**config.mk**
```make
export PLATFORM = sky130hd
export DESIGN_NAME = fault_stretch
export DESIGN_NICKNAME = d
export VERILOG_FILES = /design/src/design/fault_stretch.sv
export SDC_FILE = /design/constraint.sdc
export NUM_CORES = 1
export LEC_CHECK = 0
export BUFFER_PORTS_ARGS = -buffer_cell sky130_fd_sc_hd__buf_2
export CAP_MARGIN = 40
export CORE_MARGIN = 4
export CORE_UTILIZATION = 30
export CTS_CLUSTER_SIZE = 20
export DETAILED_ROUTE_END_ITERATION = 6
export GPL_ROUTABILITY_DRIVEN = 0
export PLACE_DENSITY = 0.48
export SLEW_MARGIN = 20
export SYNTH_ARGS = -nofsm -noshare
export SYNTH_HDL_FRONTEND = slang
export SYNTH_SLANG_ARGS = --single-unit
export TNS_END_PERCENT = 20
```
**constraint.sdc**
```tcl
create_clock -name rclk -period 5.2 [get_ports rclk]
set_input_delay 0.26 -clock rclk [delete_from_list [all_inputs] [get_ports rclk]]
set_output_delay 0.26 -clock rclk [all_outputs]
set_load 0.005 [all_outputs]
```
**src/design/fault_stretch.sv**
```systemverilog
module fault_stretch #(
    parameter int ERR_HOLD = 1_000_000
) (
    input  logic rclk,
    input  logic rstn,
    input  logic ovf1,
    input  logic ovf2,
    input  logic vs_err,
    output logic error
);

    localparam int HW = $clog2(ERR_HOLD + 1);

    logic [HW-1:0] hold_cnt;
    logic          fault;

    assign fault = ovf1 || ovf2 || vs_err;
    assign error = (hold_cnt != '0);

    // Any fault restarts the hold window.
    always_ff @(posedge rclk or negedge rstn) begin
        if (!rstn) begin
            hold_cnt <= '0;
        end else if (fault) begin
            hold_cnt <= HW'(ERR_HOLD);
        end else if (hold_cnt != '0) begin
            hold_cnt <= hold_cnt - 1'b1;
        end
    end

endmodule : fault_stretch

```
Word-level counts from Yosys, hierarchy flattened --
Index checks and enable logic that the tools add are counted.
Operators by class: $add $sub $neg 1, multipliers 0, div/mod/pow operators 0, order comparisons 0, equal/unequal tests 0, shift-type cells 0, muxes and demuxes 2, bitwise logic cells 0, reduce and logical (&&, ||, !) cells 4
Operators by type and width (number):
- 20-bit two-way mux | 2
- 20-bit nonzero test | 1
- 20-bit by 1-bit subtractor with 20-bit output (second input constant) | 1
- 1-bit logical OR | 2
- 2-bit nonzero test | 1
Word-level totals: flip-flop bits (word level) 20, latch bits 0, memory bits (writable) 0, memory bits (read-only) 0, input port bits 5, output and inout bits 1, logic and storage cells 8, memories 0

Longest topological paths before layout --
depth in word-level cells 3, depth in mapped cells 8, depth with buffers taken out 8

Worst setup path after synthesis --
No wires, ideal clock.
path type register to register, from reg hold_cnt[10], to reg hold_cnt[19], library setup time 0.152 ns, data arrival time 1.795 ns, data required time 5.048 ns, slack 3.253 ns, stages on the path, launching flop included 6, buffers on the path 0, period minus slack after synthesis 1.947 ns, path through dfrtp_1 > or4_4 > or3_4 > nor4_2 > xnor2_1 > nand2_1
Between the ends: word-level cells in the longest chain between the ends 3, elaborated cells between the ends (all ways) 5, those cells by class 1 x add/sub; 2 x mux; 2 x reduce/logical
RTL lines:
- start: declaration | line 14 | logic [HW-1:0] hold_cnt;
- start signal: assignment | line 25 | hold_cnt <= HW'(ERR_HOLD);
- start signal: assignment | line 27 | hold_cnt <= hold_cnt - 1'b1;
- 20-bit by 1-bit subtractor with 20-bit output | line 27
- 20-bit two-way mux | line 26 | end else if (hold_cnt != '0) begin
- 20-bit two-way mux | line 24 | end else if (fault) begin
Several ways; a longest one is shown, not always the timed one. The select of a mux whose other input is x is not followed. A chain may end at the register's enable or synchronous reset.

Worst setup path after layout --
from reg hold_cnt[10], to out error
Between the ends: word-level cells in the longest chain between the ends 1
RTL lines:
- 20-bit nonzero test | line 18 | assign error = (hold_cnt != '0);
- end: declaration | line 9 | output logic error
Every way passes these cells.

==> metrics.txt <==
Comb power frac=8.9%; ys flop type=dfrtp_1; RSZ-0062 raised after global routing=no; n_diodes=0; Biggest register=hold_cnt; vias in the first global route=901; CTS root buffer=clkbuf_8; top cells by area, synth=dfrtp_1 45%, xnor2_1 6.3%, nor2_1 4.4%; maximum VDD drop=slightly above 0.09 mV; Hold Violations, Final=0; crit path launch type=flop; number of buffers created by CTS=3; total power draw=312 uW; # rows=21; HP Class=primary input to flop; io pins=6; endpoints failing setup=0; Core ar.=around 3400 um2; fin. max-slew vios=0; register bit count reported by yosys=20; Slew headroom=42.8%; biggest regs=hold_cnt x20; Clock Skews=between 0.008 and 0.009 ns; count of cell types in the netlist=34; fmax=421 MHz; Fillers=352; clock buffer depth=2; Tot GR Track Use=between 10% and 20%; CP max FO=8; Place WS=2.94 ns; routed length per instance=about 14 um; top-area cell type share of the netlist area=between 40 and 50%; die width=around 69 um; total length of routed wires=2.41 mm; P per Cell Area=~250 nW/um2; Largest register FFs=20; final worst path period share=between 40% and 50%; via count=between 800 and 900; post-route DRC violation count=0; Starting Density=about a third; Skew-Pair Late Insertion Delay=~0.26 ns; TritonCTS clock tree=built; initial antenna violation count=0; Hold-fix buffers, CTS=1; Seq/Total Area, Yosys=45.2%; grt total ovfl=0; CTS sink count=20; Final WS setup=between 2 and 3 ns; EDFF count, synth=0; clock power share=39.4%; syn_area_per_cell=approximately 9.5 um2; largest net degree at the start of global routing=21; crit path DAT=roughly 2.1 ns; Design Area, Final=1250 um2; Commonest cells post-synth=20 x dfrtp_1, 13 x nor2_1, 8 x xnor2_1, 7 x nand2_1, 6 x nor3_1; CP endpoint kind=primary output; H-tree Lvls=1; Slew @ Worst Pin=between 0.8 and 0.9 ns; post-CTS setup buffers=0; post_cts resized=0; Final nets=between 100 and 150; static leakage=between 0.0004 and 0.0005 uW; cells after synthesis=116; DRT iter0 DRCs=30; CTS clk-pin slew, worst paths=approximately 0.080 ns; first-pass GRT wire length=around 4.3 mm; Total Neg Setup Slack=0 ns; Seq pwr share=a little over 50%; most numerous cell in the Yosys netlist=dfrtp_1; final period demand of the worst path=between 2 and 2.5 ns; Psw=approximately 75 uW; Die Y=between 60 and 70 um; Vias/cell=approximately 5.2; outcome=finished, final reports clean; total number of yosys warnings=0; Async S/R FF share, synth=100%; critical path class=flop to primary output; DRT Pass-1 Iters=4; PortBufs=5; Switching Fraction=24.0%; placed inst area=approximately 1200 um2; max cap viols=0; die area=roughly 4700 um2; Final HPWL DP=1.80 mm; layout cells sized above 1=between 10% and 20%; post-synth net total=roughly 120; total internal power=roughly 240 uW; post-route ant nets=0; WP data required=4.94 ns; Synth Cell Area=roughly 1100 um2; Synth-to-Final Area Change=13.1%; area leader, netlist=dfrtp_1
-- path summary, 6_finish.rpt --
kind                       slack [ns]  depth (start not counted)            to         start
setup / recovery                 2.83                          5         error  hold_cnt[10]
hold / removal                   0.32                          3   hold_cnt[6]        vs_err
setup reg to reg                 2.93                          7  hold_cnt[12]   hold_cnt[0]
hold reg to reg                  0.56                          2  hold_cnt[19]  hold_cnt[19]
max in group asynchronous        4.42                          2  hold_cnt[14]          rstn
min in group asynchronous        0.46                          2  hold_cnt[18]          rstn
-- cell type report --
type                            count  area (um2)  area share (%)
Sequential cell                    20         500            40.0
Multi-Input combinational cell     90         584            46.7
Timing Repair Buffer                7        40.0            3.20
Tap cell                           46        57.6            4.60
Clock buffer                        4        55.1            4.40
Inverter                            4        15.0            1.20
-- placed cells by master (no fill, tap or decap), types with 2 or more instances in the layout --
master,Yosys,routed
dfrtp_1,20,20
nor2_1,13,13
xnor2_1,8,8
nand2_1,7,7
nor3_1,6,6
buf_2,0,6
o21ai_1,5,5
a21oi_1,5,5
xor2_1,4,4
clkbuf_8,0,4
inv_1,3,3
nor4_1,3,3
o211ai_1,3,3
or3_1,3,3
or4_1,3,3
o21ai_0,3,3
nand2b_1,3,3
nand4_1,2,2
a211oi_1,2,2
nand3_1,2,2
nor4_2,2,2
o31ai_1,2,2
and2_1,2,2
ha_1,2,2
-- power groups by stage --
stage / Clock [uW] / Sequential [uW] / Combinational, uW
3_5_place_dp: 0 / 164 / 27.7
6_report: 123 / 161 / 27.7
5_1_grt: 134 / 161 / 31.8
3_3_place_gp: 0 / 164 / 27.2
2_1_floorplan: 0 / 164 / 18.0
4_1_cts: 124 / 161 / 28.4
-- worst max-delay path, cell delays in order, from the launching register on --
cell	delay, ns
dfrtp_1	0.44
nor4_1	0.54
nand4_1	0.39
nor2_1	0.25
inv_2	0.10
buf_2	0.14
-- through the flow --
stage	instances	util, %	hold WS, ns
2_1_floorplan	116	-	-0.0356
3_3_place_gp	165	34.4	0.244
3_5_place_dp	166	34.5	0.242
4_1_cts	171	36.4	0.317
5_1_grt	171	36.4	0.322
6_report	171	36.4	0.321
-- metal layers --
layer  vias to the layer above  GRT usage, %  wire (um)
met5                         -             0          0
met2                        18          19.7       1080
met1                       423          16.0       1210
li1                        439             -          -
met3                         5          2.43         71
met4                         0          5.35         51
-- logic make-up after synthesis --
| group | after synthesis | synth area share, % |
|---|---|---|
| adder cells (fa/ha/maj) | 2 | 2.26 |
| flip-flops | 20 | 45.2 |
| AO/OA/AOI/OAI | 21 | 11.4 |
| XOR/XNOR | 12 | 9.49 |
| buffers and inverters | 6 | 2.03 |
| AND/OR/NAND/NOR | 55 | 29.6 |
Note: power is estimated with default switching activity, not from simulation.
