$ cat src/design/line_swap_pkg.sv
package line_swap_pkg;

    // Camera word, pixel clock on top and RGB888 at the bottom.
    typedef logic [48:0] cam_pack_t;

    localparam int PACK_CLK     = 48; // Ignored, streams are already in rclk.
    localparam int PACK_VSYNC   = 47;
    localparam int PACK_HSYNC   = 46;
    localparam int PACK_DE      = 45;
    localparam int PACK_RSV_LSB = 24;
    localparam int PACK_RSV_W   = 21;
    localparam int PACK_RED_LSB = 16;
    localparam int PACK_GRN_LSB = 8;
    localparam int PACK_BLU_LSB = 0;

    // RGB565, red in the high bits.
    typedef logic [15:0] pixel_t;

    typedef logic [7:0] byte_t;

    typedef logic [9:0] row_t;

    typedef enum logic [2:0] {
        IDLE,
        WAIT_VSYNC,
        WAIT_CAM1,
        READ_CAM1,
        WAIT_CAM2,
        READ_CAM2
    } swap_state_t;

endpackage : line_swap_pkg

$ cat src/design/cam_stream_if.sv
interface cam_stream_if;

    logic                  vsync;
    logic                  vsync_fall; // One cycle at the end of vsync.
    logic                  de;         // Write strobe into the line FIFO.
    line_swap_pkg::pixel_t pixel;

    modport src (
        output vsync, vsync_fall, de, pixel
    );

    modport fifo (
        input de, pixel
    );

    modport ctrl (
        input vsync, vsync_fall
    );

endinterface : cam_stream_if

$ cat src/design/line_swap_ctrl.sv
module line_swap_ctrl #(
    parameter int H_ACT = 1280,
    parameter int V_ACT = 720
) (
    input  logic                 rclk,
    input  logic                 rstn,
    input  logic                 trig,
    input  logic                 read_en,
    cam_stream_if.ctrl           cam1,
    cam_stream_if.ctrl           cam2,
    input  logic                 ready1,
    input  logic                 ready2,
    input  line_swap_pkg::byte_t rd_data1,
    input  line_swap_pkg::byte_t rd_data2,
    output logic                 flush,
    output logic                 rd_en1,
    output logic                 rd_en2,
    output logic                 aquire,
    output logic                 cam_id,
    output logic                 valid,
    output logic                 vs_err,
    output line_swap_pkg::byte_t cam_data,
    output line_swap_pkg::row_t  cam_row
);

    localparam int NBYTES = 2 * H_ACT;
    localparam int BW     = $clog2(NBYTES + 1);

    line_swap_pkg::swap_state_t state;
    line_swap_pkg::row_t        row;

    logic [BW-1:0] req_cnt; // Bytes requested in the current line.
    logic          req_open;
    logic          line_done;

    assign flush = (state == line_swap_pkg::IDLE) || (state == line_swap_pkg::WAIT_VSYNC);
    assign req_open = read_en && (req_cnt < BW'(NBYTES));
    // Last request already out and its byte is on cam_data now.
    assign line_done = valid && !rd_en1 && !rd_en2 && (req_cnt == BW'(NBYTES));
    assign cam_data = cam_id ? rd_data2 : rd_data1;
    assign cam_row  = row;

    always_ff @(posedge rclk or negedge rstn) begin
        if (!rstn) begin
            state   <= line_swap_pkg::IDLE;
            row     <= '0;
            req_cnt <= '0;
            rd_en1  <= 1'b0;
            rd_en2  <= 1'b0;
            aquire  <= 1'b0;
            cam_id  <= 1'b0;
            valid   <= 1'b0;
            vs_err  <= 1'b0;
        end else begin
            aquire <= 1'b0;
            vs_err <= 1'b0;
            rd_en1 <= 1'b0;
            rd_en2 <= 1'b0;
            valid  <= rd_en1 || rd_en2; // FIFO data lands one cycle later.
            case (state)
                line_swap_pkg::IDLE: begin
                    cam_id <= 1'b0;
                    if (trig) begin
                        state <= line_swap_pkg::WAIT_VSYNC;
                    end
                end
                line_swap_pkg::WAIT_VSYNC: begin
                    if (cam1.vsync_fall != cam2.vsync_fall) begin
                        vs_err <= 1'b1; // Cameras out of step.
                        state  <= line_swap_pkg::IDLE;
                    end else if (cam1.vsync && cam2.vsync) begin
                        row   <= '0;
                        state <= line_swap_pkg::WAIT_CAM1;
                    end
                end
                line_swap_pkg::WAIT_CAM1: begin
                    req_cnt <= '0;
                    if (ready1) begin
                        aquire <= 1'b1;
                        state  <= line_swap_pkg::READ_CAM1;
                    end
                end
                line_swap_pkg::READ_CAM1: begin
                    if (req_open) begin
                        rd_en1  <= 1'b1;
                        req_cnt <= req_cnt + 1'b1;
                    end
                    if (line_done) begin
                        cam_id <= 1'b1;
                        state  <= line_swap_pkg::WAIT_CAM2;
                    end
                end
                line_swap_pkg::WAIT_CAM2: begin
                    req_cnt <= '0;
                    if (ready2) begin
                        aquire <= 1'b1;
                        state  <= line_swap_pkg::READ_CAM2;
                    end
                end
                line_swap_pkg::READ_CAM2: begin
                    if (req_open) begin
                        rd_en2  <= 1'b1;
                        req_cnt <= req_cnt + 1'b1;
                    end
                    if (line_done) begin
                        cam_id <= 1'b0;
                        if (row == line_swap_pkg::row_t'(V_ACT - 1)) begin
                            state <= line_swap_pkg::IDLE;
                        end else begin
                            row   <= row + 1'b1;
                            state <= line_swap_pkg::WAIT_CAM1;
                        end
                    end
                end
                default: begin
                    state <= line_swap_pkg::IDLE;
                end
            endcase
        end
    end

    a_valid_in_read: assert property (@(posedge rclk) disable iff (!rstn)
        valid |-> (state == line_swap_pkg::READ_CAM1 || state == line_swap_pkg::READ_CAM2));

    a_one_reader: assert property (@(posedge rclk) disable iff (!rstn)
        !(rd_en1 && rd_en2));

endmodule : line_swap_ctrl

$ cat src/flat_wrapper.sv
// flat-port wrapper written by rule: the top's interface ports become plain ports
module line_swap_ctrl_flat 
#(
    parameter int H_ACT = 1280,
    parameter int V_ACT = 720
)
  (rclk, rstn, trig, read_en, ready1, ready2, rd_data1, rd_data2, flush, rd_en1, rd_en2, aquire, cam_id, valid, vs_err, cam_data, cam_row, cam1_vsync, cam1_vsync_fall, cam2_vsync, cam2_vsync_fall);
  cam_stream_if cam1_i ();
  cam_stream_if cam2_i ();
  input  logic rclk;
  input  logic rstn;
  input  logic trig;
  input  logic read_en;
  input  logic ready1;
  input  logic ready2;
  input  line_swap_pkg::byte_t rd_data1;
  input  line_swap_pkg::byte_t rd_data2;
  output logic flush;
  output logic rd_en1;
  output logic rd_en2;
  output logic aquire;
  output logic cam_id;
  output logic valid;
  output logic vs_err;
  output line_swap_pkg::byte_t cam_data;
  output line_swap_pkg::row_t cam_row;
  input wire logic [$bits(cam1_i.vsync)-1:0] cam1_vsync;
  input wire logic [$bits(cam1_i.vsync_fall)-1:0] cam1_vsync_fall;
  input wire logic [$bits(cam2_i.vsync)-1:0] cam2_vsync;
  input wire logic [$bits(cam2_i.vsync_fall)-1:0] cam2_vsync_fall;
  assign cam1_i.vsync = cam1_vsync;
  assign cam1_i.vsync_fall = cam1_vsync_fall;
  assign cam2_i.vsync = cam2_vsync;
  assign cam2_i.vsync_fall = cam2_vsync_fall;
  line_swap_ctrl #(.H_ACT(H_ACT), .V_ACT(V_ACT)) u_core (.rclk(rclk), .rstn(rstn), .trig(trig), .read_en(read_en), .cam1(cam1_i), .cam2(cam2_i), .ready1(ready1), .ready2(ready2), .rd_data1(rd_data1), .rd_data2(rd_data2), .flush(flush), .rd_en1(rd_en1), .rd_en2(rd_en2), .aquire(aquire), .cam_id(cam_id), .valid(valid), .vs_err(vs_err), .cam_data(cam_data), .cam_row(cam_row));
endmodule
$ cat config.mk
export PLATFORM = sky130hd
export DESIGN_NAME = line_swap_ctrl_flat
export DESIGN_NICKNAME = d
export VERILOG_FILES = /design/src/design/line_swap_pkg.sv /design/src/design/cam_stream_if.sv /design/src/design/line_swap_ctrl.sv /design/src/flat_wrapper.sv
export SDC_FILE = /design/constraint.sdc
export NUM_CORES = 1
export LEC_CHECK = 0
export BUFFER_PORTS_ARGS = -buffer_cell sky130_fd_sc_hd__buf_2
export CORE_MARGIN = 8
export CORE_UTILIZATION = 56
export CTS_CLUSTER_DIAMETER = 50
export DETAILED_ROUTE_END_ITERATION = 16
export GPL_TIMING_DRIVEN = 0
export PLACE_DENSITY = 0.89
export SLEW_MARGIN = 15
export SYNTH_ARGS = -nofsm -noshare
export SYNTH_HDL_FRONTEND = slang
export SYNTH_SLANG_ARGS = --single-unit
$ cat constraint.sdc
create_clock -name rclk -period 5.9 [get_ports rclk]
set_input_delay 0.59 -clock rclk [delete_from_list [all_inputs] [get_ports rclk]]
set_output_delay 0.59 -clock rclk [all_outputs]
set_load 0.005 [all_outputs]
Word level (Yosys, flattened, before mapping)
Cells that the tools add are included.
{ "op_classes": {"muxes": 28, "eq_ne": 18, "n_lt_le_gt_ge": 1, "addsub": 2, "reduce_logical": 19} }
{ "op_table": {"columns": ["cell", "count"], "rows": [
  ["$mux 10", 4],
  ["$pmux 12 s2", 1],
  ["$mux 3", 7],
  ["$pmux 10 s2", 1],
  ["$pmux 3 s6", 1],
  ["$add 12x1->12 const B", 1],
  ["$eq 12x12->1 const B", 1],
  ["$lt 12x12->1 const B", 1],
  ["$mux 12", 1],
  ["$ne 2x2->1 const B", 6],
  ["$add 10x1->10 const B", 1],
  ["$eq 10x10->1 const B", 1],
  ["$mux 1", 9],
  ["$mux 8", 1],
  ["$eq 3x2->1 const B", 2],
  ["$eq 3x3->1 const B", 2],
  ["$ne 2x1->1 const B", 3],
  ["$reduce_and 6->1", 1],
  ["$logic_and 1x1->1", 5],
  ["$reduce_and 5->1", 1],
  ["$reduce_bool 2->1", 2],
  ["$reduce_or 2->1", 2],
  ["$eq 3x1->1 const B", 1],
  ["$logic_not 3->1", 1],
  ["10 further kinds", 12]
]} }
{ "word_totals": {"wordCells": 77, "reg_bits": 31, "in_bits": 26} }

Logic depth before layout (Yosys ltp)
{ "logic_depth": {"ltp_word": 6, "mapped_depth": 8, "ltp_nobuf": 7} }

Worst setup path after synthesis
OpenSTA, ideal clock, no wires.
{ "synth_timing": {"kind": "reg2reg", "startpoint": "register u_core.req_cnt[8]", "endpoint": "register u_core.row[6], in the netlist u_core.cam_row[6]", "arrival_ps": 1882, "path_stages_with_launch": 7, "setup_slack_ps": 3941, "period_less_slack_ps": 1959, "setup_ps": 77, "n_path_buf": 1, "path_cell_list": "dfrtp_1 > or4_4 > nor4_4 > buf_6 > nand4_2 > or3_1 > o21ai_1"} }
{ "synth_between": {"elab_chain_len": 4} }
{ "synth_lines": {"columns": ["element", "line", "text"], "rows": [
  ["start, declared", "line_swap_ctrl.sv:32", "logic [BW-1:0] req_cnt;"],
  ["start signal, assigned", "line_swap_ctrl.sv:86", "req_cnt <= req_cnt + 1'b1;"],
  ["start signal, assigned", "line_swap_ctrl.sv:103", "req_cnt <= req_cnt + 1'b1;"],
  ["$eq 12x12->1", "line_swap_ctrl.sv:39", "assign line_done = valid && !rd_en1 && !rd_en2 && (req_cnt == BW'(NBYTES));"],
  ["$logic_and 1x1->1", "line_swap_ctrl.sv:39", null],
  ["$ne 2x1->1 (no line)", null, null],
  ["$reduce_and 5->1 (no line)", null, null],
  ["end signal, assigned", "line_swap_ctrl.sv:110", "row <= row + 1'b1;"],
  ["end, declared", "line_swap_ctrl.sv:30", "line_swap_pkg::row_t row;"]
]} }
No other way between the ends.
A chain may end at the register's enable or synchronous reset.

Worst setup path after layout
{ "layout_timing": {"startpoint": "register u_core.cam_id", "endpoint": "output cam_data[0]"} }
{ "layout_between": {"elab_chain_len": 1} }
{ "layout_lines": {"columns": ["element", "line", "text"], "rows": [
  ["start, declared", "line_swap_ctrl.sv:19", "output logic cam_id,"],
  ["start signal, assigned", "line_swap_ctrl.sv:51", "cam_id <= 1'b0;"],
  ["start signal, assigned", "line_swap_ctrl.sv:62", "cam_id <= 1'b0;"],
  ["start signal, assigned", "line_swap_ctrl.sv:89", "cam_id <= 1'b1;"],
  ["$mux 8", "line_swap_ctrl.sv:40", "assign cam_data = cam_id ? rd_data2 : rd_data1;"],
  ["end, declared", "flat_wrapper.sv:25", "output line_swap_pkg::byte_t cam_data;"]
]} }
No other way between the ends.

==> impl_metrics.env <==
export IMPL_status="finished, final reports clean"
export IMPL_tns_ns=0
export IMPL_numPortBuffers=50
export IMPL_reg2reg_setup_slack_ns=3.73
export IMPL_vias_per_cell=5.74
export IMPL_worst_r2r_startpoint="u_core.req_cnt[8]$_DFFE_PN0P_"
export IMPL_clock_skew_ns=0.00569
export IMPL_pin_count=51
export IMPL_track_usage_pct=17.3
export IMPL_synthCells=209
export IMPL_synth_seq_cells=31
export IMPL_first_iter_violations=122
export IMPL_hold_ws_ns=0.283
export IMPL_cp_arrival_ns=1.59
export IMPL_setup_violations=0
export IMPL_drtPass1Iterations=4
export IMPL_clk_pin_slew_ns=0.10
export IMPL_antenna_found_initial=0
export IMPL_min_period_ns=2.18
export IMPL_p_int_w=0.000488
export IMPL_pwr_share_seq_pct=43.7
export IMPL_hold_violations=0
export IMPL_cp_end_kind="output port"
export IMPL_power_switching_w=0.000314
export IMPL_rows=21
export IMPL_ys_types=48
export IMPL_path_max_fanout=10
export IMPL_synth_ff_type="dfrtp_1"
export IMPL_ys_warnings_count=0
export IMPL_critical_path_class="register to output port"
export IMPL_numCtsBuffers=5
export IMPL_htree_num_levels=2
export IMPL_core_area_mm2=0.00331
export IMPL_p_leak_nw=1.07
export IMPL_slew_viol_final=0
export IMPL_combPwrFrac_pct=33.9
export IMPL_synthArstFlopShare_pct=100
export IMPL_cts_root_buffer="clkbuf_4"
export IMPL_grt_setup_unrepaired="false"
export IMPL_p_per_area_mw_per_mm2=349
export IMPL_gp_congestion=0.859
export IMPL_wl_um=4580
export IMPL_fmax_mhz=459
export IMPL_required_ns=5.31
export IMPL_grt_pass1_vias=1716
export IMPL_ys_seq_area_share_pct=40.7
export IMPL_stdcell_count=313
export IMPL_die_area_mm2=0.00552
export IMPL_final_antenna_net_count=0
export IMPL_area_delta_synth_final_pct=20.7
export IMPL_grt_pass1_wl_um=7470
export IMPL_slew_limit_headroom_pct=39.2
export IMPL_drc=0
export IMPL_n_antenna_cell=0
export IMPL_synth_nets=238
export IMPL_nets=295
export IMPL_grt_ovfl_total=0
export IMPL_syn_area_per_cell_um2=9.11
export IMPL_insertion_delay_ns=0.35
export IMPL_power_w=0.000802
export IMPL_start_util_pct=57.5
export IMPL_synth_edf_count=0
export IMPL_ctsLongestPathBuffers=2
export IMPL_dp_final_hpwl_um=3310
export IMPL_pwr_share_clk_pct=22.4
export IMPL_r2r_end="u_core.cam_row[5]$_DFFE_PN0P_"
export IMPL_dieHeight_um=74.3
export IMPL_cts_setup_buffers=0
export IMPL_rr_worst_depth=5
export IMPL_placedCellCount=305
export IMPL_maxCapViolations=0
export IMPL_grt_max_degree=32
export IMPL_tritoncts="yes"
export IMPL_netSwitchingFraction_pct=39.2
export IMPL_hold_path_class="input pin to asynchronous set/reset pin"
export IMPL_syn_area_mm2=0.00190
export IMPL_drive_gt1_share_pct=30.0
export IMPL_post_cts_resized=0
export IMPL_die_w_um=74.3
export IMPL_clkSinkCount=31
export IMPL_startpoint_type="register"
export IMPL_final_period_utilization_pct=36.9
export IMPL_cts_hold_buffers=0
export IMPL_fillCellCount=280
export IMPL_ir_drop_uv=189
export IMPL_via_count=1796
export IMPL_wire_per_inst_um=14.6
export IMPL_tightest_slew_ns=0.900
[routing by layer]
metal	track usage [%]	wire length [um]	vias to the layer above
li1	-	-	884
met1	21.5	2100	834
met2	27.4	2120	71
met3	5.39	275	7
met4	6.74	82	0
met5	0	0	-
[logic make-up after synthesis]
group	after synthesis	share of synthesized area, %
XOR/XNOR	2	0.920
AND/OR/NAND/NOR	92	26.8
multiplexers	17	9.46
adder cells (fa/ha/maj)	3	1.97
buffers and inverters	18	5.06
AO/OA/AOI/OAI	46	15.0
flip-flops	31	40.7
[area by class of cell]
type | instances | area [um^2] | area share (%)
buffer | 9 | 62.6 | 2.72
clock buffer | 6 | 51.3 | 2.23
clock inverter | 2 | 35.0 | 1.52
inverter | 9 | 33.8 | 1.47
multi-input combinational | 160 | 1030 | 44.9
sequential | 31 | 776 | 33.8
tap | 46 | 57.6 | 2.50
timing repair buffer | 50 | 250 | 10.9
[state kept, by name, indices dropped and copies added (netlist names)]
signal,flops
u_core.cam_row,10
u_core.rd_en2,1
u_core.req_cnt,12
u_core.cam_id,1
u_core.aquire,1
u_core.valid,1
u_core.rd_en1,1
u_core.vs_err,1
u_core.state,3
[how the worst max path moves through the flow]
stage / startpoint / end / slack [ns] / cells past startpoint
4_1_cts: u_core.cam_id$_DFFE_PN0P_ / cam_data[0] / 3.70 / 3
5_1_grt: u_core.cam_id$_DFFE_PN0P_ / cam_data[3] / 3.60 / 3
3_3_place_gp: u_core.req_cnt[8]$_DFFE_PN0P_ / u_core.cam_row[5]$_DFFE_PN0P_ / 3.81 / 5
6_report: u_core.cam_id$_DFFE_PN0P_ / cam_data[0] / 3.72 / 3
3_5_place_dp: u_core.req_cnt[8]$_DFFE_PN0P_ / u_core.cam_row[5]$_DFFE_PN0P_ / 3.75 / 5
2_1_floorplan: u_core.req_cnt[8]$_DFFE_PN0P_ / u_core.cam_row[6]$_DFFE_PN0P_ / 3.94 / 6
[metrics by stage]
| step | cell area [um^2] | utilization [%] | worst slack [ns] |
|---|---|---|---|
| 3_5_place_dp | 2210 | 66.8 | 3.75 |
| 2_1_floorplan | 1900 | - | 3.94 |
| 4_1_cts | 2300 | 69.4 | 3.70 |
| 5_1_grt | 2300 | 69.4 | 3.60 |
| 3_3_place_gp | 2210 | 66.8 | 3.81 |
| 6_report | 2300 | 69.4 | 3.72 |
[critical path: stages (launching register included)]
cell and delay, ns:
dfrtp_1 0.36, clkbuf_1 0.37, mux2_2 0.39, buf_2 0.12
[synth_stat cells (2+ instances only)]
| cell | number | area share (%) |
|---|---|---|
| o21ai_0 | 18 | 4.7 |
| nand3_1 | 16 | 4.2 |
| nor3_1 | 4 | 1.1 |
| clkbuf_1 | 5 | 0.99 |
| nand4_1 | 4 | 1.3 |
| clkbuf_8 | 2 | 1.4 |
| nand2_1 | 26 | 5.1 |
| or4_1 | 3 | 1.2 |
| o31ai_1 | 4 | 1.6 |
| inv_1 | 9 | 1.8 |
| or2_2 | 3 | 0.99 |
| ha_1 | 3 | 2.0 |
| nor2_1 | 12 | 2.4 |
| xnor2_1 | 2 | 0.92 |
| a21oi_1 | 7 | 1.8 |
| mux2i_1 | 9 | 4.7 |
| nand2b_1 | 3 | 0.99 |
| o22ai_1 | 2 | 0.66 |
| nor4_1 | 3 | 0.99 |
| o211ai_1 | 5 | 2.0 |
| nand4b_1 | 4 | 1.8 |
| mux2_2 | 8 | 4.7 |
| and3_1 | 2 | 0.66 |
| dfrtp_1 | 31 | 41 |
[layout by cell type (no fill, tap or decap), types with 7 or more instances in the layout]
master	n
mux2i_1	9
nand2_1	26
buf_2	51
a21oi_1	7
inv_1	9
nand3_1	16
dfrtp_1	31
nor2_1	12
mux2_2	8
o21ai_0	18
[power by group through the flow]
| stage | Sequential, W | Combinational, W | Clock [W] |
|---|---|---|---|
| 3_5_place_dp | 0.000352 | 0.000273 | 0 |
| 6_report | 0.000350 | 0.000272 | 0.000180 |
| 3_3_place_gp | 0.000349 | 0.000266 | 0 |
| 4_1_cts | 0.000347 | 0.000274 | 0.000184 |
| 5_1_grt | 0.000362 | 0.000304 | 0.000191 |
| 2_1_floorplan | 0.000339 | 0.000175 | 0 |
No activity file was read; power rests on OpenSTA's default activity.
