**config.mk**
```make
export PLATFORM = sky130hd
export DESIGN_NAME = cam_decode_flat
export DESIGN_NICKNAME = d
export VERILOG_FILES = /design/src/design/line_swap_pkg.sv /design/src/design/cam_stream_if.sv /design/src/design/cam_decode.sv /design/src/flat_wrapper.sv
export SDC_FILE = /design/constraint.sdc
export NUM_CORES = 1
export LEC_CHECK = 0
export BUFFER_PORTS_ARGS = -buffer_cell sky130_fd_sc_hd__buf_2
export CAP_MARGIN = 20
export CORE_MARGIN = 2
export CORE_UTILIZATION = 22
export CTS_CLUSTER_DIAMETER = 80
export CTS_CLUSTER_SIZE = 20
export DETAILED_ROUTE_END_ITERATION = 7
export HOLD_SLACK_MARGIN = 0.03
export PLACE_DENSITY = 0.69
export SYNTH_ARGS = -nofsm -noshare
export SYNTH_HDL_FRONTEND = slang
export SYNTH_SLANG_ARGS = --single-unit
```
**constraint.sdc**
```tcl
create_clock -name rclk -period 0.8 [get_ports rclk]
set_input_delay 0.16 -clock rclk [delete_from_list [all_inputs] [get_ports rclk]]
set_output_delay 0.16 -clock rclk [all_outputs]
set_load 0.005 [all_outputs]
```
**src/design/line_swap_pkg.sv**
```systemverilog
package line_swap_pkg;

    // Camera word, pixel clock on top and RGB888 at the bottom.
    typedef logic [48:0] cam_pack_t;

    localparam int PACK_CLK     = 48; // Ignored, streams are already in rclk.
    localparam int PACK_VSYNC   = 47;
    localparam int PACK_HSYNC   = 46;
    localparam int PACK_DE      = 45;
    localparam int PACK_RSV_LSB = 24;
    localparam int PACK_RSV_W   = 21;
    localparam int PACK_RED_LSB = 16;
    localparam int PACK_GRN_LSB = 8;
    localparam int PACK_BLU_LSB = 0;

    // RGB565, red in the high bits.
    typedef logic [15:0] pixel_t;

    typedef logic [7:0] byte_t;

    typedef logic [9:0] row_t;

    typedef enum logic [2:0] {
        IDLE,
        WAIT_VSYNC,
        WAIT_CAM1,
        READ_CAM1,
        WAIT_CAM2,
        READ_CAM2
    } swap_state_t;

endpackage : line_swap_pkg

```
**src/design/cam_stream_if.sv**
```systemverilog
interface cam_stream_if;

    logic                  vsync;
    logic                  vsync_fall; // One cycle at the end of vsync.
    logic                  de;         // Write strobe into the line FIFO.
    line_swap_pkg::pixel_t pixel;

    modport src (
        output vsync, vsync_fall, de, pixel
    );

    modport fifo (
        input de, pixel
    );

    modport ctrl (
        input vsync, vsync_fall
    );

endinterface : cam_stream_if

```
**src/design/cam_decode.sv**
```systemverilog
module cam_decode (
    input  logic                     rclk,
    input  logic                     rstn,
    input  line_swap_pkg::cam_pack_t pack,
    cam_stream_if.src                cam
);

    logic                  pack_vsync;
    logic                  pack_de;
    line_swap_pkg::pixel_t pack_pixel;

    assign pack_vsync = pack[line_swap_pkg::PACK_VSYNC];
    assign pack_de    = pack[line_swap_pkg::PACK_DE];

    // Keep the top bits of each colour.
    assign pack_pixel = {
        pack[line_swap_pkg::PACK_RED_LSB + 3 +: 5],
        pack[line_swap_pkg::PACK_GRN_LSB + 2 +: 6],
        pack[line_swap_pkg::PACK_BLU_LSB + 3 +: 5]
    };

    always_ff @(posedge rclk or negedge rstn) begin
        if (!rstn) begin
            cam.vsync      <= 1'b0;
            cam.vsync_fall <= 1'b0;
            cam.de         <= 1'b0;
        end else begin
            cam.vsync      <= pack_vsync;
            // Registered vsync is the previous sample.
            cam.vsync_fall <= cam.vsync && !pack_vsync;
            cam.de         <= pack_de;
        end
    end

    always_ff @(posedge rclk) begin
        cam.pixel <= pack_pixel;
    end

endmodule : cam_decode

```
**src/flat_wrapper.sv**
```systemverilog
// flat-port wrapper written by rule: the top's interface ports become plain ports
module cam_decode_flat 
  (rclk, rstn, pack, cam_vsync, cam_vsync_fall, cam_de, cam_pixel);
  cam_stream_if cam_i ();
  input  logic rclk;
  input  logic rstn;
  input  line_swap_pkg::cam_pack_t pack;
  output wire logic [$bits(cam_i.vsync)-1:0] cam_vsync;
  output wire logic [$bits(cam_i.vsync_fall)-1:0] cam_vsync_fall;
  output wire logic [$bits(cam_i.de)-1:0] cam_de;
  output wire logic [$bits(cam_i.pixel)-1:0] cam_pixel;
  assign cam_vsync = cam_i.vsync;
  assign cam_vsync_fall = cam_i.vsync_fall;
  assign cam_de = cam_i.de;
  assign cam_pixel = cam_i.pixel;
  cam_decode u_core (.rclk(rclk), .rstn(rstn), .pack(pack), .cam(cam_i));
endmodule
```
## Yosys cells after proc, flatten, opt, wreduce, memory -nomap -nowiden

Cells that the tools add are included.
Widths: inputs -> output; s select.

- Register bits: 19
- Input bits: 51
- Output and inout port bits: 19
- Word-level logic and storage cells: 6

- Reduce and logical (&&, ||, !) cells: 2

Operators by type and width:

| operator | number |
|---|---|
| $logic_and 1x1->1 | 1 |
| $logic_not 1->1 | 1 |

## Logic depth before layout (Yosys ltp)

Gate-level depths: netlist of run 1.

- Depth in word-level cells: 2
- Mapped depth: 1
- Gate-level depth less buffers: 1

## Worst setup path after synthesis of run 1

OpenSTA, ideal clock, no wires.

- Path type: flip-flop to flip-flop
- From: register u_core.cam.vsync
- To: register u_core.cam.vsync_fall
- Library setup time: 0.115 ns
- Arrival time: 0.484 ns
- Required time: 0.685 ns
- Path slack: 0.200 ns
- Cell stages (with the launch flop): 2
- Buffers on the path: 0
- Period minus slack after synthesis: 0.600 ns
- Cells stage by stage: dfrtp_1 -> nor2b_4

- Word-level cells in the longest chain between the ends: 1

RTL lines:

| what | line | text |
|---|---|---|
| start, declared | cam_stream_if.sv:9 | `output vsync, vsync_fall, de, pixel` |
| start signal, assigned | cam_decode.sv:28 | `cam.vsync <= pack_vsync;` |
| $logic_and 1x1->1 | cam_decode.sv:30 | `cam.vsync_fall <= cam.vsync && !pack_vsync;` |
| end signal, assigned | cam_decode.sv:30 |  |
| end, declared | cam_stream_if.sv:9 |  |

No other way between the ends.

## Worst setup path after layout of run 1

- From: register u_core.cam.vsync
- To: output cam_vsync

RTL lines:

| what | line | text |
|---|---|---|
| end, declared | flat_wrapper.sv:8 | `output wire logic [$bits(cam_i.vsync)-1:0] cam_vsync;` |

No word-level cell between the ends.

==> results.tsv, run 1 <==
metric	value	unit
clock_latency	290	ps
peakVddDrop	0.7720	mV
cap_viol_max_count	0	
die_y	47.13	µm
multi_input_area	13.76	µm²
period_share	121.4	%
ys_seq_area_share	96.64	%
timing.fmax	1030	MHz
cts_setup_buffers	0	
wl_per_cell	12.62	µm
fillers	161	
grt_setup_unrepaired	true	
relSlewSlack	92.78	%
critPathMaxFanout	2	
cp.arrival	810	ps
finalInstanceArea	912.1	µm²
worst_clock_skew	0.02601	ps
via_count	393	
syn-num-nets	71	
first_global_vias	394	
ys_types	3	
coreArea	1745	µm²
clk_path_buf_depth	2	
crit_buf_inv	1	
finalWorstSetupSlack	-171.2	ps
synth.avg_cell_area	20.46	µm²
cts_made_buffers	3	
grt_pass1_wl	1669	µm
fp.dieArea	2221	µm²
status	complete, but fails checks	
hp-class	primary input to async pin	
firstDrtPassIters	4	
drt_iter0_drc	4	
worst_slew_pin_slew	108.4	ps
drc	0	
cts_root_buf	clkbuf_4	
diodes	0	
portBuffers	38	
final_common_cell	buf_2	
area_growth	122.9	%
synth_warnings	0	
crit_path_top_delay_cell	dfrtp_1	
crit_type	flop to output pin	
crit_family	flip-flops	
drive_gt1_share	64.20	%
final_cell_mix	buf_2 (30), dlygate4sd3_1 (19), dfxtp_2 (9), buf_6 (8), dfxtp_1 (7)	
p_leak	0.4391	nW
tns	-1854	ps
min_period	971.2	ps
syn_area	409.1	µm²
crit_path_max_incr_delay	400	ps
start_util	23.44	%
io-pin-count	70	
synthCells	20	
ant_nets	0	
grt_max_degree	13	
die_x	47.13	µm
power_density	1878	nW/µm²
hold_violations	0	
cts_tree	done	
place_congestion	0.6226	
routed_wl	1338	µm
path_clk_slew	110	ps
htree_levels	1	
numClockSinks	19	
fin_hold_ws	175.7	ps
grt.overflow.total	0	
violations	negative setup slack	
viasPerCell	3.708	
rows	15	
place_area	630.6	µm²
antenna_found_initial	0	
track_usage	11.97	%
required	640	ps
worstSetupEndpointType	output pin	
regArea	406.6	µm²
slew_violations	0	
crit_chain	buf_2	
finalSetupViolCount	19	
ys_seq_elements	19	
cp-start-kind	flop	
nets	133	
[per-stage QoR]
stage	power [W]	utilization [%]	instances	worst slack [ps]
after floorplan	0.001045	-	20	200.5
after global placement	0.001149	36.13	83	167.2
after detailed placement	0.001151	36.13	83	155.1
after CTS	0.001703	48.89	106	-180.9
after global routing	0.001803	52.26	106	-211.9
final	0.001713	52.26	106	-171.2
[synthesized netlist by cell type]
cell      n  area [µm²]
nor2b_4   1       13.76
dfrtp_1   3       75.07
dfxtp_1  16       320.3
[where the power goes]
| part | internal, W | total, W | switching, W |
|---|---|---|---|
| clock network | 0.000190 | 0.000479 | 0.000289 |
| registers | 0.00100 | 0.00102 | 0.0000194 |
| logic | 0.000152 | 0.000211 | 0.0000595 |
| total | 0.00134 | 0.00171 | 0.000368 |
[flip-flops by register name, summed over array words and instances, names as in the netlist]
name                   cells
u_core.cam.pixel          16
u_core.cam.vsync           1
u_core.cam.vsync_fall      1
u_core.cam.de              1
[metal layers]
layer / wire, µm / global-route usage (%) / share of wire (%) / vias to the layer above
met1: 604 / 15.06 / 45 / 167
met2: 553 / 17.81 / 41 / 39
met3: 164 / 4.231 / 12 / 4
met5: 0 / 0 / 0 / -
met4: 14 / 6.667 / 1.0 / 0
li1: - / - / - / 183
[logic make-up after synthesis]
kind of cell,count (synthesis),synth area share [%]
DFF,19,96.64
and+or+nand+nor,1,3.363
[final timing paths]
check / startpoint / end / slack (ps) / cells after the start
setup reg to reg: u_core.cam.vsync / u_core.cam.vsync_fall / 190 / 1
hold / removal: rstn / u_core.cam.de / 180 / 2
max in group asynchronous: rstn / u_core.cam.vsync / 510 / 2
hold reg to reg: u_core.cam.vsync / u_core.cam.vsync_fall / 520 / 1
setup / recovery: u_core.cam.vsync / cam_vsync / -170 / 1
min in group rclk: pack[7] / u_core.cam.pixel[4] / 490 / 2
[cell type report]
| class | count | share of cell area [%] |
|---|---|---|
| timing repair buffer | 57 | 47.19 |
| sequential | 19 | 44.58 |
| tap | 25 | 3.429 |
| clock buffer | 3 | 2.469 |
| multi-input combinational | 1 | 1.509 |
| clock inverter | 1 | 0.8230 |
[repair_timing]
item,CTS,global route
endpoints found under the hold margin,21,0
pin swaps,0,0
setup endpoints to repair,19,19
resized for setup,2,15
hold buffers,19,0
Power figures use the tool's default switching activity.
==> run 2, diff against run 1 <==
Settings changed: RECOVER_POWER from default to 25.
==> run 2 against run 1 <==
- the flow still finishes with violations (negative setup slack)
- combinational power about the same
- clock power about the same
- sequential power about the same
- setup slack unchanged
- final area down 0.14%
==> results.tsv, run 2 (synthesis results as in run 1) <==
metric	value	unit	change
cap_viol_max_count	0		unchanged
top_register	u_core.cam.pixel		unchanged
period_share	121.4	%	unchanged
crit_path_top_delay_cell	dfrtp_1		unchanged
crit_chain	buf_2		unchanged
timing.fmax	1030	MHz	unchanged
diodes	0		unchanged
p_int	0.001344	W	was 0.001345 W
power_density	1880	nW/µm²	was 1878 nW/µm²
cts_made_buffers	3		unchanged
viasPerCell	3.708		unchanged
clk_path_buf_depth	2		unchanged
finalWorstSetupSlack	-171.2	ps	unchanged
relSlewSlack	87.95	%	was 92.78%
cts_setup_buffers	0		unchanged
die_y	47.13	µm	unchanged
grt_pass1_wl	1669	µm	unchanged
rows	15		unchanged
cts_tree	done		unchanged
coreArea	1745	µm²	unchanged
io-pin-count	70		unchanged
portBuffers	38		unchanged
instances_no_fill	106		unchanged
via_count	393		unchanged
min_period	971.2	ps	unchanged
crit_type	flop to output pin		unchanged
finalSetupViolCount	19		unchanged
first_global_vias	394		unchanged
fillers	162		was 161
grt.overflow.total	0		unchanged
hp-class	primary input to async pin		unchanged
path_clk_slew	110	ps	about the same
final_common_cell	buf_2		unchanged
status	complete, but fails checks		unchanged
worst_slew_pin_slew	180.7	ps	was 108.4 ps
switching_power	0.0003683	W	about the same
routed_wl	1336	µm	was 1338 µm
drt_iter0_drc	4		unchanged
peakVddDrop	0.7718	mV	was 0.7720 mV
largest_register_ffs	16		unchanged
track_usage	11.97	%	unchanged
htree_levels	1		unchanged
crit_family	flip-flops		unchanged
power_frac_comb	12.3	%	about the same
dp_cells	83		unchanged
numClockSinks	19		unchanged
final_cell_mix	buf_2 (29), dlygate4sd3_1 (19), dfxtp_2 (9), buf_6 (8), dfxtp_1 (7)		was buf_2 (30), dlygate4sd3_1 (19), dfxtp_2 (9), buf_6 (8), dfxtp_1 (7)
power.total	0.001712	W	was 0.001713 W
start_util	23.44	%	unchanged
seqPwrFrac	59.7	%	about the same
worst_clock_skew	0.02601	ps	unchanged
area_growth	122.6	%	was 122.9%
pwr-share-clk	28.0	%	about the same
cts_root_buf	clkbuf_4		unchanged
grt_max_degree	13		unchanged
fp.dieArea	2221	µm²	unchanged
slew_violations	0		unchanged
critPathMaxFanout	2		unchanged
grt_setup_unrepaired	true		unchanged
crit_path_max_incr_delay	400	ps	about the same
cp-start-kind	flop		unchanged
place_congestion	0.6226		unchanged
required	640	ps	about the same
firstDrtPassIters	4		unchanged
hold_violations	0		unchanged
crit_buf_inv	1		unchanged
worstSetupEndpointType	output pin		unchanged
nets	133		unchanged
clock_latency	290	ps	about the same
cp.arrival	810	ps	about the same
violations	negative setup slack		unchanged
p_leak	0.4363	nW	was 0.4391 nW
ant_nets	0		unchanged
die_x	47.13	µm	unchanged
drc	0		unchanged
drive_gt1_share	62.96	%	was 64.20%
swShare	21.51	%	was 21.50%
wl_per_cell	12.60	µm	was 12.62 µm
antenna_found_initial	0		unchanged
[run 2: repair_timing]
action / in CTS / in global routing
hold buffers: 19 / 0
gates resized for setup: 2 / 15
setup endpoints to repair: 19 / 19
endpoints found under the hold margin: 21 / 0
[run 2: worst paths after layout]
kind	startpoint	endpoint	slack, ps	depth (start not counted)
worst max-delay path	u_core.cam.vsync	cam_vsync	-170	1
worst min-delay path	rstn	u_core.cam.de	190	2
worst max register to register	u_core.cam.vsync	u_core.cam.vsync_fall	190	1
worst min register to register	u_core.cam.vsync	u_core.cam.vsync_fall	520	1
max in group asynchronous	rstn	u_core.cam.vsync	440	2
min in group rclk	pack[7]	u_core.cam.pixel[4]	490	2
[run 2: metal layers]
layer / global-route usage, % / wire length [µm] / up-vias
met3: 4.231 / 164 / 4
met4: 6.667 / 14 / 0
met1: 15.06 / 603 / 167
li1: - / - / 183
met2: 17.81 / 553 / 39
met5: 0 / 0 / -
[run 2: cell type report]
| cell class | instances | area [µm²] | area share [%] |
|---|---|---|---|
| flip-flops and latches | 19 | 406.6 | 44.64 |
| clock inverters | 1 | 7.507 | 0.8242 |
| clock buffers | 3 | 22.52 | 2.473 |
| multi-input cells | 1 | 13.76 | 1.511 |
| repair buffers | 57 | 429.2 | 47.12 |
| well taps | 25 | 31.28 | 3.434 |
[run 2: through the flow]
step	util, %	hold WS [ps]	TNS, ps	setup slack [ps]	area [µm²]
2_1_floorplan	-	-135.6	0	200.5	409.1
3_5_place_dp	36.13	-36.17	0	155.1	630.6
6_report	52.19	193.2	-1854	-171.2	910.9
4_1_cts	48.89	164.3	-2118	-180.9	853.3
5_1_grt	52.19	211.9	-2596	-211.9	910.9
3_3_place_gp	36.13	-40.72	0	167.2	630.6
[run 2: power groups by stage]
| stage | clock network, W | registers (W) | logic [W] |
|---|---|---|---|
| floorplan | 0 | 0.00104 | 0.00000442 |
| global placement | 0 | 0.00103 | 0.000116 |
| detailed placement | 0 | 0.00103 | 0.000117 |
| CTS | 0.000503 | 0.00101 | 0.000187 |
| global route | 0.000547 | 0.00103 | 0.000228 |
| finish | 0.000479 | 0.00102 | 0.000210 |
==> run 3, diff against run 2 <==
Settings changed: ABC_CLOCK_PERIOD_IN_PS from default to 1050, CORE_UTILIZATION 22 to 25, PLACE_DENSITY 0.69 to 0.74.
Clock period 0.8 ns to 1.05 ns, I/O delays scaled along.
==> run 3 against run 2 <==
- the flow now finishes without violations
- combinational power down 37%
- final cell count shrank 9.4%
- sequential cell count unchanged
- first-iteration DRC count decreased by 50%
- worst hold slack worse by 110 ps
- non-clock buffer count fell by 1
==> results.tsv, run 3 (synthesis results as in run 1) <==
metric	value	unit	change
regArea	395.4	µm²	was 406.6 µm²
cp.arrival	790	ps	was 810 ps
worst_clock_skew	0.05526	ps	was 0.02601 ps
place_area	619.3	µm²	was 630.6 µm²
status	finished clean		was complete, but fails checks
crit_family	flip-flops		unchanged
worst_slew_pin_slew	149.3	ps	was 180.7 ps
drc	0		unchanged
switching_power	0.0002588	W	was 0.0003683 W
peakVddDrop	1.100	mV	was 0.7718 mV
place_congestion	0.7103		was 0.6226
worstSetupEndpointType	output pin		unchanged
top_register	u_core.cam.pixel		unchanged
tns	0	ps	was -1854 ps
clock_latency	280	ps	was 290 ps
cap_viol_max_count	0		unchanged
multi_input_area	13.76	µm²	unchanged
die_y	44.46	µm	was 47.13 µm
clk_path_buf_depth	2		unchanged
area_growth	102.1	%	was 122.6%
fp.dieArea	1976	µm²	was 2221 µm²
rrSetupSlack	450	ps	was 190 ps
portBuffers	38		unchanged
grt_max_degree	13		unchanged
first_global_vias	396		was 394
path_clk_slew	100	ps	was 110 ps
hold_violations	0		unchanged
crit_buf_inv	1		unchanged
required	840	ps	was 640 ps
grt_setup_unrepaired	false		was true
p_leak	0.4124	nW	was 0.4363 nW
pwr-share-clk	28.3	%	was 28.0%
coreArea	1524	µm²	was 1745 µm²
seqPwrFrac	61.2	%	was 59.7%
largest_register_ffs	16		unchanged
wl_per_cell	10.25	µm	was 12.60 µm
final_common_cell	buf_2		unchanged
finalSetupViolCount	0		was 19
p_int	0.0009992	W	was 0.001344 W
crit_path_top_delay_cell	dfrtp_1		unchanged
power_density	1521	nW/µm²	was 1880 nW/µm²
crit_type	flop to output pin		unchanged
firstDrtPassIters	2		was 4
swShare	20.57	%	was 21.51%
io-pin-count	70		unchanged
relSlewSlack	90.05	%	was 87.95%
ctsResizeCount	0		was 2
die_x	44.46	µm	was 47.13 µm
rows	14		was 15
htree_levels	1		unchanged
crit_chain	buf_2		unchanged
nets	132		was 133
routed_wl	984	µm	was 1336 µm
crit_path_max_incr_delay	380	ps	was 400 ps
fillers	127		was 162
grt.overflow.total	0		unchanged
diodes	0		unchanged
min_period	1001	ps	
critPathMaxFanout	2		unchanged
antenna_found_initial	0		unchanged
power_frac_comb	10.6	%	was 12.3%
cts_root_buf	clkbuf_4		unchanged
hp-class	primary input to flop		was primary input to async pin
cts_tree	done		unchanged
slew_violations	0		unchanged
track_usage	10.83	%	was 11.97%
grt_pass1_wl	1497	µm	was 1669 µm
cts_made_buffers	3		unchanged
cp-start-kind	flop		unchanged
viasPerCell	3.896		was 3.708
numClockSinks	19		unchanged
start_util	26.85	%	was 23.44%
drive_gt1_share	51.25	%	was 62.96%
drt_iter0_drc	2		was 4
period_share	95.34	%	
timing.fmax	998.9	MHz	
finalInstanceArea	827.0	µm²	was 910.9 µm²
via_count	374		was 393
final_cell_mix	buf_2 (36), dlygate4sd3_1 (18), dfxtp_1 (16), clkbuf_4 (3), dfrtp_1 (3)		was buf_2 (29), dlygate4sd3_1 (19), dfxtp_2 (9), buf_6 (8), dfxtp_1 (7)
ant_nets	0		unchanged
## run 3: layer usage
layer / vias up / GRT usage, % / wire length [µm]
met5: - / 0 / 0
met4: 0 / 1.818 / 0
met3: 0 / 6.939 / 123
met2: 35 / 19.12 / 447
met1: 158 / 10.83 / 413
li1: 181 / - / -
## run 3: what timing repair did
item,CTS,global route
hold endpoints to repair,20,0
hold buffers,18,0
setup buffers,0,0
## run 3: final timing paths
kind | from | end | cells past startpoint
worst max-delay path | u_core.cam.vsync | cam_vsync | 1
worst min-delay path | pack[47] | u_core.cam.vsync | 1
worst max register to register | u_core.cam.vsync | u_core.cam.vsync_fall | 1
worst min register to register | u_core.cam.vsync | u_core.cam.vsync_fall | 1
max in group asynchronous | rstn | u_core.cam.vsync | 2
min in group asynchronous | rstn | u_core.cam.vsync_fall | 2
## run 3: metrics by stage
stage / utilization, % / total power, W / hold WS (ps) / setup WS [ps] / instances
finish: 54.27 / 0.001258 / 78.77 / 48.91 / 96
global route: 54.27 / 0.001326 / 68.53 / 4.248 / 96
CTS: 54.43 / 0.001279 / 55.83 / 26.73 / 96
detailed placement: 40.64 / 0.0008694 / 6.425 / 360.9 / 74
global placement: 40.64 / 0.0008684 / 2.423 / 368.1 / 74
floorplan: - / 0.0007962 / -85.59 / 450.5 / 20
## run 3: cell type report
| type | instances | area share [%] |
|---|---|---|
| clock buffer | 3 | 2.723 |
| clock inverter | 1 | 0.9077 |
| multi-input combinational | 1 | 1.664 |
| sequential | 19 | 47.81 |
| tap | 16 | 2.421 |
| timing repair buffer | 56 | 44.48 |
## run 3: power groups by stage
stage	registers (W)	clock network [W]	logic (W)
final	0.000769	0.000355	0.000133
after global routing	0.000774	0.000407	0.000145
after CTS	0.000770	0.000375	0.000134
after detailed placement	0.000786	0	0.0000836
after global placement	0.000785	0	0.0000834
after floorplan	0.000793	0	0.00000337
